**src/fmul_pkg.sv**
```systemverilog
`default_nettype none

package fmul_pkg;

  localparam int word_w    = 32;
  localparam int exp_w     = 8;
  localparam int frac_w    = 23;
  localparam int sig_w     = 24;
  localparam int prod_w    = 48;
  localparam int exp_ext_w = 10;

  typedef logic [word_w-1:0]           fp_word_t;
  typedef logic [exp_w-1:0]            exp_t;
  typedef logic [frac_w-1:0]           frac_t;
  typedef logic [sig_w-1:0]            sig_t;
  typedef logic [prod_w-1:0]           prod_t;
  typedef logic signed [exp_ext_w-1:0] exp_ext_t;

  localparam int   exp_bias = 127;
  localparam exp_t exp_max  = 8'hFF;

  // Canonical quiet NaNs.
  localparam fp_word_t qnan_pos = 32'h7FC0_0000;
  localparam fp_word_t qnan_neg = 32'hFFC0_0000;

  // Exception flag positions.
  localparam int flags_w = 4;
  localparam int flag_nx = 0;
  localparam int flag_uf = 1;
  localparam int flag_of = 2;
  localparam int flag_nv = 3;

  typedef logic [flags_w-1:0] flags_t;

  // Operand class, subnormals count as zero.
  typedef enum logic [1:0] {
    cls_zero,
    cls_normal,
    cls_inf,
    cls_nan
  } op_class_e;

endpackage

`default_nettype wire

```
**src/fmul_special.sv**
```systemverilog
`timescale 1ns/10ps
`default_nettype none

module fmul_special import fmul_pkg::*; (
  input  logic     clk,
  input  logic     rst_n,
  input  logic     valid_in,
  input  logic     ready_in,
  input  fp_word_t op_a,
  input  fp_word_t op_b,
  output logic     valid_out,
  output logic     ready_out,
  output logic     sign_a,
  output logic     sign_b,
  output exp_t     exp_a,
  output exp_t     exp_b,
  output frac_t    frac_a,
  output frac_t    frac_b,
  output logic     spec_override,
  output fp_word_t spec_result,
  output flags_t   spec_flags
);

  function automatic op_class_e classify(input fp_word_t op);
    exp_t  e;
    frac_t f;
    e = op[frac_w +: exp_w];
    f = op[frac_w-1:0];
    if (e == '0) return cls_zero;
    if (e != exp_max) return cls_normal;
    if (f != '0) return cls_nan;
    return cls_inf;
  endfunction

  op_class_e cls_a;
  op_class_e cls_b;
  logic      sign_r;
  logic      take;
  logic      override_d;
  fp_word_t  result_d;
  flags_t    flags_d;

  assign cls_a     = classify(op_a);
  assign cls_b     = classify(op_b);
  assign sign_r    = op_a[word_w-1] ^ op_b[word_w-1];
  assign ready_out = !valid_out || ready_in;
  assign take      = valid_in && ready_out;

  // Special cases in priority order.
  always_comb begin
    override_d = 1'b1;
    result_d   = '0;
    flags_d    = '0;
    if (cls_a == cls_nan || cls_b == cls_nan) begin
      result_d         = qnan_pos;
      flags_d[flag_nv] = 1'b1;
    end else if ((cls_a == cls_inf && cls_b == cls_zero) ||
                 (cls_a == cls_zero && cls_b == cls_inf)) begin
      result_d         = qnan_neg;
      flags_d[flag_nv] = 1'b1;
    end else if (cls_a == cls_inf || cls_b == cls_inf) begin
      result_d = {sign_r, exp_max, {frac_w{1'b0}}};
    end else if (cls_a == cls_zero || cls_b == cls_zero) begin
      result_d = {sign_r, {(word_w-1){1'b0}}};
    end else begin
      override_d = 1'b0;
    end
  end

  always_ff @(posedge clk or negedge rst_n) begin
    if (!rst_n) begin
      valid_out <= 1'b0;
    end else if (ready_out) begin
      valid_out <= valid_in;
    end
  end

  // Flushed subnormals leave with a zero fraction.
  always_ff @(posedge clk) begin
    if (take) begin
      sign_a        <= op_a[word_w-1];
      sign_b        <= op_b[word_w-1];
      exp_a         <= op_a[frac_w +: exp_w];
      exp_b         <= op_b[frac_w +: exp_w];
      frac_a        <= (cls_a == cls_zero) ? '0 : op_a[frac_w-1:0];
      frac_b        <= (cls_b == cls_zero) ? '0 : op_b[frac_w-1:0];
      spec_override <= override_d;
      spec_result   <= result_d;
      spec_flags    <= flags_d;
    end
  end

  // Two registered normal exponents never travel with an override.
  a_normal_no_override: assert property (@(posedge clk) disable iff (!rst_n)
    valid_out && exp_a != '0 && exp_a != exp_max && exp_b != '0 && exp_b != exp_max
      |-> !spec_override)
    else $error("special stage flagged an override for two normal operands");

endmodule

`default_nettype wire

```
**src/fmul_multiply.sv**
```systemverilog
`timescale 1ns/10ps
`default_nettype none

module fmul_multiply import fmul_pkg::*; (
  input  logic     clk,
  input  logic     rst_n,
  input  logic     valid_in,
  input  logic     ready_in,
  input  logic     sign_a,
  input  logic     sign_b,
  input  exp_t     exp_a,
  input  exp_t     exp_b,
  input  frac_t    frac_a,
  input  frac_t    frac_b,
  input  logic     spec_override,
  input  fp_word_t spec_result,
  input  flags_t   spec_flags,
  output logic     valid_out,
  output logic     ready_out,
  output logic     sign,
  output exp_ext_t exp_sum,
  output prod_t    prod,
  output logic     spec_override_q,
  output fp_word_t spec_result_q,
  output flags_t   spec_flags_q
);

  sig_t     sig_a;
  sig_t     sig_b;
  exp_ext_t exp_sum_d;
  logic     take;

  // Hidden bit is one for any nonzero exponent.
  assign sig_a = {exp_a != '0, frac_a};
  assign sig_b = {exp_b != '0, frac_b};

  // Signed sum keeps both overflow and values at or below zero visible.
  assign exp_sum_d = exp_ext_t'(exp_a) + exp_ext_t'(exp_b) - exp_ext_t'(exp_bias);

  assign ready_out = !valid_out || ready_in;
  assign take      = valid_in && ready_out;

  always_ff @(posedge clk or negedge rst_n) begin
    if (!rst_n) begin
      valid_out <= 1'b0;
    end else if (ready_out) begin
      valid_out <= valid_in;
    end
  end

  always_ff @(posedge clk) begin
    if (take) begin
      sign            <= sign_a ^ sign_b;
      exp_sum         <= exp_sum_d;
      prod            <= sig_a * sig_b;
      spec_override_q <= spec_override;
      spec_result_q   <= spec_result;
      spec_flags_q    <= spec_flags;
    end
  end

endmodule

`default_nettype wire

```
**src/fmul_round.sv**
```systemverilog
`timescale 1ns/10ps
`default_nettype none

module fmul_round import fmul_pkg::*; (
  input  logic     clk,
  input  logic     rst_n,
  input  logic     valid_in,
  input  logic     ready_in,
  input  logic     sign,
  input  exp_ext_t exp_sum,
  input  prod_t    prod,
  input  logic     spec_override,
  input  fp_word_t spec_result,
  input  flags_t   spec_flags,
  output logic     valid_out,
  output logic     ready_out,
  output logic     sign_q,
  output exp_t     exp_final,
  output frac_t    frac_final,
  output flags_t   flags,
  output logic     spec_override_q,
  output fp_word_t spec_result_q
);

  prod_t          prod_n;
  exp_ext_t       exp_norm;
  sig_t           kept;
  logic           guard;
  logic           rnd;
  logic           sticky;
  logic           round_up;
  logic [sig_w:0] sig_rnd;
  frac_t          frac_post;
  exp_ext_t       exp_post;
  logic           overflow;
  logic           underflow;
  exp_t           exp_res;
  frac_t          frac_res;
  flags_t         calc_flags;
  logic           take;

  // Align the leading one to bit 47 so one window serves both cases.
  assign prod_n   = prod[prod_w-1] ? prod : prod << 1;
  assign exp_norm = exp_sum + exp_ext_t'(prod[prod_w-1]);

  assign kept   = prod_n[prod_w-1 -: sig_w];
  assign guard  = prod_n[prod_w-sig_w-1];
  assign rnd    = prod_n[prod_w-sig_w-2];
  assign sticky = |prod_n[prod_w-sig_w-3:0];

  // Round to nearest, ties to even.
  assign round_up  = guard && (rnd || sticky || kept[0]);
  assign sig_rnd   = {1'b0, kept} + {{sig_w{1'b0}}, round_up};
  assign frac_post = sig_rnd[sig_w] ? sig_rnd[frac_w:1] : sig_rnd[frac_w-1:0];
  assign exp_post  = exp_norm + exp_ext_t'(sig_rnd[sig_w]);

  assign overflow  = exp_post >= exp_ext_t'(exp_max);
  assign underflow = exp_post <= exp_ext_t'(0);

  always_comb begin
    calc_flags = '0;
    exp_res    = exp_post[exp_w-1:0];
    frac_res   = frac_post;
    if (overflow) begin
      exp_res             = exp_max;
      frac_res            = '0;
      calc_flags[flag_of] = 1'b1;
      calc_flags[flag_nx] = 1'b1;
    end else if (underflow) begin
      exp_res             = '0;
      frac_res            = '0;
      calc_flags[flag_uf] = 1'b1;
      calc_flags[flag_nx] = 1'b1;
    end else begin
      calc_flags[flag_nx] = guard || rnd || sticky;
    end
    // The datapath result is discarded for special operands.
    if (spec_override) calc_flags = '0;
  end

  assign ready_out = !valid_out || ready_in;
  assign take      = valid_in && ready_out;

  always_ff @(posedge clk or negedge rst_n) begin
    if (!rst_n) begin
      valid_out <= 1'b0;
    end else if (ready_out) begin
      valid_out <= valid_in;
    end
  end

  always_ff @(posedge clk) begin
    if (take) begin
      sign_q          <= sign;
      exp_final       <= exp_res;
      frac_final      <= frac_res;
      flags           <= spec_flags | calc_flags;
      spec_override_q <= spec_override;
      spec_result_q   <= spec_result;
    end
  end

  a_hold_stable: assert property (@(posedge clk) disable iff (!rst_n)
    valid_out && !ready_in |=> valid_out &&
      $stable({sign_q, exp_final, frac_final, flags, spec_override_q, spec_result_q}))
    else $error("round stage changed its output while stalled");

endmodule

`default_nettype wire

```
**src/fmul_pack.sv**
```systemverilog
`timescale 1ns/10ps
`default_nettype none

module fmul_pack import fmul_pkg::*; (
  input  logic     clk,
  input  logic     rst_n,
  input  logic     valid_in,
  input  logic     ready_in,
  input  logic     sign,
  input  exp_t     exp_final,
  input  frac_t    frac_final,
  input  flags_t   flags,
  input  logic     spec_override,
  input  fp_word_t spec_result,
  output logic     valid_out,
  output logic     ready_out,
  output fp_word_t result,
  output flags_t   flags_out
);

  fp_word_t result_d;
  logic     take;

  assign result_d  = spec_override ? spec_result : {sign, exp_final, frac_final};
  assign ready_out = !valid_out || ready_in;
  assign take      = valid_in && ready_out;

  // Output register, holds the result under back-pressure.
  always_ff @(posedge clk or negedge rst_n) begin
    if (!rst_n) begin
      valid_out <= 1'b0;
      result    <= '0;
      flags_out <= '0;
    end else begin
      if (ready_out) begin
        valid_out <= valid_in;
      end
      if (take) begin
        result    <= result_d;
        flags_out <= flags;
      end
    end
  end

  a_result_stable: assert property (@(posedge clk) disable iff (!rst_n)
    valid_out && !ready_in |=> valid_out && $stable(result) && $stable(flags_out))
    else $error("result changed while the consumer stalled");

endmodule

`default_nettype wire

```
**src/fmul_top.sv**
```systemverilog
`timescale 1ns/10ps
`default_nettype none

module fmul_top import fmul_pkg::*; (
  input  logic     clk,
  input  logic     rst_n,
  input  fp_word_t op_a,
  input  fp_word_t op_b,
  input  logic     start,
  input  logic     ready_in,
  output logic     valid_out,
  output logic     ready_out,
  output fp_word_t result,
  output flags_t   flags
);

  logic     s1_valid;
  logic     s1_sign_a;
  logic     s1_sign_b;
  exp_t     s1_exp_a;
  exp_t     s1_exp_b;
  frac_t    s1_frac_a;
  frac_t    s1_frac_b;
  logic     s1_override;
  fp_word_t s1_result;
  flags_t   s1_flags;

  logic     s2_valid;
  logic     s2_ready;
  logic     s2_sign;
  exp_ext_t s2_exp_sum;
  prod_t    s2_prod;
  logic     s2_override;
  fp_word_t s2_result;
  flags_t   s2_flags;

  logic     s3_valid;
  logic     s3_ready;
  logic     s3_sign;
  exp_t     s3_exp;
  frac_t    s3_frac;
  flags_t   s3_flags;
  logic     s3_override;
  fp_word_t s3_result;

  logic     s4_ready;

  fmul_special u_special (
    .clk(clk), .rst_n(rst_n),
    .valid_in(start), .ready_in(s2_ready), .op_a(op_a), .op_b(op_b),
    .valid_out(s1_valid), .ready_out(ready_out),
    .sign_a(s1_sign_a), .sign_b(s1_sign_b), .exp_a(s1_exp_a), .exp_b(s1_exp_b),
    .frac_a(s1_frac_a), .frac_b(s1_frac_b),
    .spec_override(s1_override), .spec_result(s1_result), .spec_flags(s1_flags)
  );

  fmul_multiply u_multiply (
    .clk(clk), .rst_n(rst_n),
    .valid_in(s1_valid), .ready_in(s3_ready),
    .sign_a(s1_sign_a), .sign_b(s1_sign_b), .exp_a(s1_exp_a), .exp_b(s1_exp_b),
    .frac_a(s1_frac_a), .frac_b(s1_frac_b),
    .spec_override(s1_override), .spec_result(s1_result), .spec_flags(s1_flags),
    .valid_out(s2_valid), .ready_out(s2_ready),
    .sign(s2_sign), .exp_sum(s2_exp_sum), .prod(s2_prod),
    .spec_override_q(s2_override), .spec_result_q(s2_result), .spec_flags_q(s2_flags)
  );

  fmul_round u_round (
    .clk(clk), .rst_n(rst_n),
    .valid_in(s2_valid), .ready_in(s4_ready),
    .sign(s2_sign), .exp_sum(s2_exp_sum), .prod(s2_prod),
    .spec_override(s2_override), .spec_result(s2_result), .spec_flags(s2_flags),
    .valid_out(s3_valid), .ready_out(s3_ready),
    .sign_q(s3_sign), .exp_final(s3_exp), .frac_final(s3_frac), .flags(s3_flags),
    .spec_override_q(s3_override), .spec_result_q(s3_result)
  );

  fmul_pack u_pack (
    .clk(clk), .rst_n(rst_n),
    .valid_in(s3_valid), .ready_in(ready_in),
    .sign(s3_sign), .exp_final(s3_exp), .frac_final(s3_frac), .flags(s3_flags),
    .spec_override(s3_override), .spec_result(s3_result),
    .valid_out(valid_out), .ready_out(s4_ready),
    .result(result), .flags_out(flags)
  );

endmodule

`default_nettype wire

```
**config.mk**
```make
export PLATFORM = sky130hd
export DESIGN_NAME = fmul_top
export DESIGN_NICKNAME = d
export VERILOG_FILES = /design/src/fmul_pkg.sv /design/src/fmul_special.sv /design/src/fmul_multiply.sv /design/src/fmul_round.sv /design/src/fmul_pack.sv /design/src/fmul_top.sv
export SDC_FILE = /design/constraint.sdc
export NUM_CORES = 2
export LEC_CHECK = 0
export ABC_AREA = 1
export BUFFER_PORTS_ARGS = -buffer_cell sky130_fd_sc_hd__clkbuf_2
export CORE_ASPECT_RATIO = 1.75
export CORE_MARGIN = 2
export CORE_UTILIZATION = 70
export CTS_BUF_LIST = sky130_fd_sc_hd__clkbuf_8
export CTS_CLUSTER_DIAMETER = 30
export DETAILED_ROUTE_END_ITERATION = 7
export PLACE_DENSITY_LB_ADDON = 0.25
export SLEW_MARGIN = 20
export SYNTH_ARGS = -nofsm -noshare
export SYNTH_HDL_FRONTEND = slang
export SYNTH_SLANG_ARGS = --single-unit
```
**constraint.sdc**
```tcl
create_clock -name clk -period 17.4 [get_ports clk]
set_clock_uncertainty 0.1 [all_clocks]
set_input_delay 0.87 -clock clk [delete_from_list [all_inputs] [get_ports clk]]
set_output_delay 0.87 -clock clk [all_outputs]
set_load 0.005 [all_outputs]
```
[Word level (Yosys, flattened, before mapping)]
Cells that the tools add are included.
Storage, ports and cells
  bits in registers: 300
  bits in latches: 0
  RAM bits: 0
  bits in read-only memories: 0
  logic and storage cells: 120
  memories: 0
Cells by class
  add/subtract/negate cells: 5
  $mul: 1
  div/mod/pow operators: 0
  order comparisons: 2
  eq/ne operators: 6
  shift-type cells: 0
  multiplexer cells: 39
  bitwise operators: 3
  reduce and logical (&&, ||, !) cells: 35
Operators by type and width (number)
  $mux 32: 4
  $mul 24x24->48: 1
  $mux 48: 1
  $reduce_bool 23->1: 2
  $add 24x1->25: 1
  $mux 2: 12
  $mux 23: 1
  $reduce_or 22->1: 1
  $add 10x2->10: 2
  $mux 1: 19
  $logic_not 8->1: 2
  $ne 8x8->1 const B: 2
  $reduce_bool 8->1: 2
  $logic_or 1x1->1: 12
  $ge 10x9->1 const B: 1
  $le 10x1->1 const B: 1
  $sub 10x8->10 const B: 1
  $add 8x8->9: 1
  $eq 2x2->1 const B: 4
  $mux 8: 1
  $logic_and 1x1->1: 7
  $logic_not 1->1: 4
  $logic_not 2->1: 2
  $or 4x3->4: 1
  other kinds (4): 6

[Longest topological paths before layout]
  word-level depth: 13
  depth in mapped cells: 31
  mapped depth without buffers: 28

[Hierarchy]
Synthesis repeated with hierarchy kept, for this count alone.
Unflattened totals
  cell total of the unflattened synthesis: 4074
  area total of the unflattened synthesis: 33111.8 um2
By module, submodules not included
  fmul_multiply: times used 1, cells an instance 2912, area each 23568.9 um2, seq. area each 2907.8 um2
  fmul_round: times used 1, cells an instance 604, area each 4626.9 um2, seq. area each 2097.0 um2
  fmul_special: times used 1, cells an instance 297, area each 3111.7 um2, seq. area each 2097.0 um2
  fmul_pack: times used 1, cells an instance 261, area each 1804.2 um2, seq. area each 925.9 um2

[Worst setup path before layout]
Ideal clock, no wire load.
  path type: register to register
  from: register u_special.exp_a[1]
  to: register u_multiply.prod[38], data pin
  data arrival time: 6.251 ns
  required time: 17.047 ns
  setup slack: 10.797 ns
  cell stages (with the launch flop): 22
  path buffers: 1
  clock period less this slack: 6.603 ns
  cell sequence: edfxtp_1 -> or4_1 -> nor2_1 -> buf_2 -> nor2_1 -> fa_1 -> inv_1 -> fa_1 -> fa_1 -> fa_1 -> fa_1 -> fa_1 -> fa_1 -> inv_1 -> ha_1 -> nand2_1 -> nor2_1 -> inv_1 -> nor3_1 -> nand4_1 -> nand4_1 -> nand2_1
On the way
  cells in the longest elaborated chain, start to end: 2
Ends and longest elaborated chain
  from (decl): RTL line fmul_special.sv:15  | output exp_t exp_a,
  from (signal assigned): RTL line fmul_special.sv:83  | exp_a <= op_a[frac_w +: exp_w];
  $reduce_bool 8->1: RTL line fmul_multiply.sv:34  | assign sig_a = {exp_a != '0, frac_a};
  $mul 24x24->48: RTL line fmul_multiply.sv:55  | prod <= sig_a * sig_b;
  to (signal assigned): RTL line fmul_multiply.sv:55
  to (decl): RTL line fmul_multiply.sv:22  | output prod_t prod,
No other way between the ends.
A chain may end at the register's enable or synchronous reset.

[Final worst setup path]
  from: register u_special.exp_b[0]
  to: register u_multiply.prod[44], data pin
On the way
  cells in the longest elaborated chain, start to end: 2
Ends and longest elaborated chain
  from (decl): RTL line fmul_special.sv:16  | output exp_t exp_b,
  from (signal assigned): RTL line fmul_special.sv:84  | exp_b <= op_b[frac_w +: exp_w];
  $reduce_bool 8->1: RTL line fmul_multiply.sv:35  | assign sig_b = {exp_b != '0, frac_b};
  $mul 24x24->48: RTL line fmul_multiply.sv:55
No other way between the ends.

==> summary.md <==
| Metric | Value |
|---|---|
| Slew Viols, Final | 0 |
| Syn_nets | about 4400 |
| Final HPWL DP | 64.4 mm |
| Crit start category | flip-flop |
| Floorplan core area | roughly 42000 um^2 |
| Average routed wire per standard cell | around 19 um |
| Die Outline Area | roughly 44000 um^2 |
| Final GP Congestion | between 1 and 1.5 |
| Overall via count from detail_route | around 24000 |
| Status | finished, final reports clean |
| Final Non-Filler Cells | 4358 |
| GRT overflow | 0 |
| Count of buffers inserted at the top-level ports | 105 |
| Most frequent standard cell in the layout excluding fill and tap cells | sky130_fd_sc_hd__nand2_1 |
| Count of buffers added by post-CTS timing repair for setup | 0 |
| Crit path max fanout | 13 |
| F_max | approximately 130 MHz |
| Pin count of the biggest net entering global routing | 65 |
| Count of hold buffers inserted by post-cts repair | 0 |
| Area of all sequential standard cells | roughly 6200 um^2 |
| Number of antenna violations at the first check in global routing | 1 |
| Synth area leader | sky130_fd_sc_hd__fa_1 |
| Number of buffers created by CTS | 39 |
| Initial cell density of the core | 70.4% |
| Number of setup violations in the final report | 0 |
| Global-route wire length before repair | approximately 130 mm |
| Number of register bits inferred by synthesis | 213 |
| Total of max-cap violations | 0 |
| Count of placed standard cells including taps | between 4000 and 5000 |
| Critical path required time | ~18 ns |
| Layout cells sized above 1 | under 10% |
| Final-report hold violation count | 0 |
| Part of the Yosys area used for sequential elements | 20.8% |
| Relative slew slack | a little under a quarter |
| Worst Setup End Kind | flip-flop |
| Clock Sinks | roughly 210 |
| Summed instance area of the synthesized netlist | about 30000 um^2 |
| Clock latency on the worst-skew pair | about 0.6 ns |
| Leading post-synthesis cells by cell area | sky130_fd_sc_hd__fa_1, sky130_fd_sc_hd__edfxtp_1, sky130_fd_sc_hd__nand2_1 |
| Critical Path AT | between 7 and 8 ns |
| Relative area change from synthesis to final layout | 6.51% |
| Die H | between 200 and 300 um |
| Post-detailed-placement cell area | between 30000 and 40000 um^2 |
| FP Rows | 100 |
| Final period utilization | between 40% and 50% |
| Antenna violation net count after detailed routing | 0 |
| Final net count | about 4500 |
| Worst-case setup slack after placement | between 10 and 15 ns |
| Average vias per placed instance | around 5.6 |
| Number of DRC markers in iteration 0 | 1792 |
| Total Wirelength | around 82 mm |
| Number of global-route vias before repair | around 27000 |
| Top-area cell type share of the netlist area | 32.6% |
| Hold Path Class | in2async |
| DRC Markers | 0 |
| Top Ports | ~110 |
| Clock slew at the register clock pins of the worst setup and hold paths | around 0.07 ns |
| GRT Resource Usage Total | 39.1% |
| Drt first pass iters | 5 |
| Syn Inst Count | approximately 3700 |
| Fillers | 3220 |
| H-tree Lvls | 2 |
| Count of distinct cell types in the synthesized netlist | 42 |
| Actual slew at the worst max-slew pin | approximately 1.1 ns |
| Maximum root-to-sink buffer count | 3 |
| Final setup TNS | 0 ns |
| Number of warnings printed during yosys synthesis | 0 |
| Minimum period implied by the final worst setup slack | 7.43 ns |
| Setup repair after global routing missed its margin | false |
| Mapped Avg Cell Area | about 8.1 um^2 |
| CTS tree | yes |
| Setup ws final | roughly 10 ns |
| Cell at the root of the clock tree | sky130_fd_sc_hd__clkbuf_8 |
| Crit Path Category | reg2reg |
| Number of gates given a new drive strength after cts | 0 |
| Die outline width | roughly 160 um |
| Multi-input gate area | between 15000 and 20000 um^2 |
| Most frequent cells in the layout | sky130_fd_sc_hd__nand2_1, sky130_fd_sc_hd__inv_1, sky130_fd_sc_hd__fa_1 |
| Final standard cell area without fillers | around 32000 um^2 |
cell families after synthesis:
kind of cell / Yosys count / synth area share, %
AND/OR/NAND/NOR: 1507 / 20.4
AO/OA/AOI/OAI: 153 / 2.89
buffers and inverters: 1104 / 14.1
flip-flops: 213 / 20.8
adder cells (fa/ha/maj): 670 / 40.4
XOR/XNOR: 48 / 1.44
through the flow:
stage	hold slack [ns]	util (%)
6_report	0.296	75.0
5_1_grt	0.326	75.0
4_1_cts	0.318	74.9
3_5_place_dp	0.305	72.9
3_3_place_gp	0.308	72.9
2_1_floorplan	0.300	-
metal layers:
metal / vias up / part of all wire [%] / wire [um] / GRT usage (%)
met1: 11500 / 29 / 24300 / 37.2
met3: 567 / 8.1 / 6700 / 8.13
li1: 10900 / - / - / -
met5: - / 0 / 0 / 0
met4: 0 / 11 / 8800 / 33.0
met2: 1247 / 52 / 42600 / 70.9
flip-flops by register name, summed over array words and instances (netlist names), 4 cells and up:
name,flops
u_round.exp_final,8
u_special.frac_b,23
u_special.frac_a,23
u_special.exp_a,8
u_round.flags,4
u_special.exp_b,8
u_pack.result,32
u_multiply.exp_sum,10
u_round.frac_final,23
u_pack.flags_out,4
u_multiply.prod,48
worst max-delay path, stage by stage, from the launching register on:
cell and delay [ns]:
sky130_fd_sc_hd__edfxtp_1 0.42, sky130_fd_sc_hd__or4_1 0.54, sky130_fd_sc_hd__nor2_1 0.17, sky130_fd_sc_hd__buf_4 0.30
sky130_fd_sc_hd__inv_1 0.27, sky130_fd_sc_hd__nand2_1 0.16, sky130_fd_sc_hd__fa_1 0.42, sky130_fd_sc_hd__inv_1 0.12
sky130_fd_sc_hd__fa_1 0.35, sky130_fd_sc_hd__inv_1 0.10, sky130_fd_sc_hd__fa_1 0.43, sky130_fd_sc_hd__fa_1 0.68
sky130_fd_sc_hd__fa_1 0.50, sky130_fd_sc_hd__fa_1 0.46, sky130_fd_sc_hd__fa_1 0.49, sky130_fd_sc_hd__inv_1 0.04
sky130_fd_sc_hd__ha_1 0.38, sky130_fd_sc_hd__nand2_1 0.13, sky130_fd_sc_hd__nor2_1 0.31, sky130_fd_sc_hd__nand2_1 0.09
sky130_fd_sc_hd__inv_1 0.08, sky130_fd_sc_hd__nand3_1 0.08, sky130_fd_sc_hd__nand3_1 0.26, sky130_fd_sc_hd__nand2_1 0.13
sky130_fd_sc_hd__nand3_1 0.09, sky130_fd_sc_hd__nand2_1 0.05
path summary, 6_finish.rpt:
path / slack (ns) / depth (start not counted) / to / startpoint
min reg2reg: 0.30 / 0 / u_multiply.spec_result_q[31] / u_special.spec_result[31]
min: 0.30 / 1 / u_pack.result[28] / rst_n
min in group clk: 0.30 / 0 / u_multiply.spec_result_q[31] / u_special.spec_result[31]
max reg2reg: 9.97 / 25 / u_multiply.prod[44] / u_special.exp_b[0]
max in group asynchronous: 16.28 / 1 / u_special.valid_out / rst_n
max: 9.97 / 25 / u_multiply.prod[44] / u_special.exp_b[0]
Yosys cell counts (all sizes together):
cell	instances
nor2	274
or2	7
o21a	8
xnor2	10
inv	983
xor2	38
and2	2
edfxtp	173
a21oi	59
nand2	1067
or4	4
dfrtp	40
fa	484
o21bai	9
nand4	28
o21ai	66
nand3	97
clkbuf	108
buf	11
nor4	1
clkinv	2
a31oi	11
nand3b	4
ha	186
nand2b	1
nor3	22
final cells by class:
cell class                 count  share of cell area (%)
timing repair buffer         152                    2.82
clock inverter                26                   0.774
antenna                        1                 0.00789
multi-input combinational   2378                    61.1
clock buffer                  42                    1.82
inverter                     985                    11.7
sequential                   213                    19.5
tap                          561                    2.21
Power is left out: the tool's default activity adds up to more than one toggle a clock period on the data nets, which glitch-free logic cannot reach.
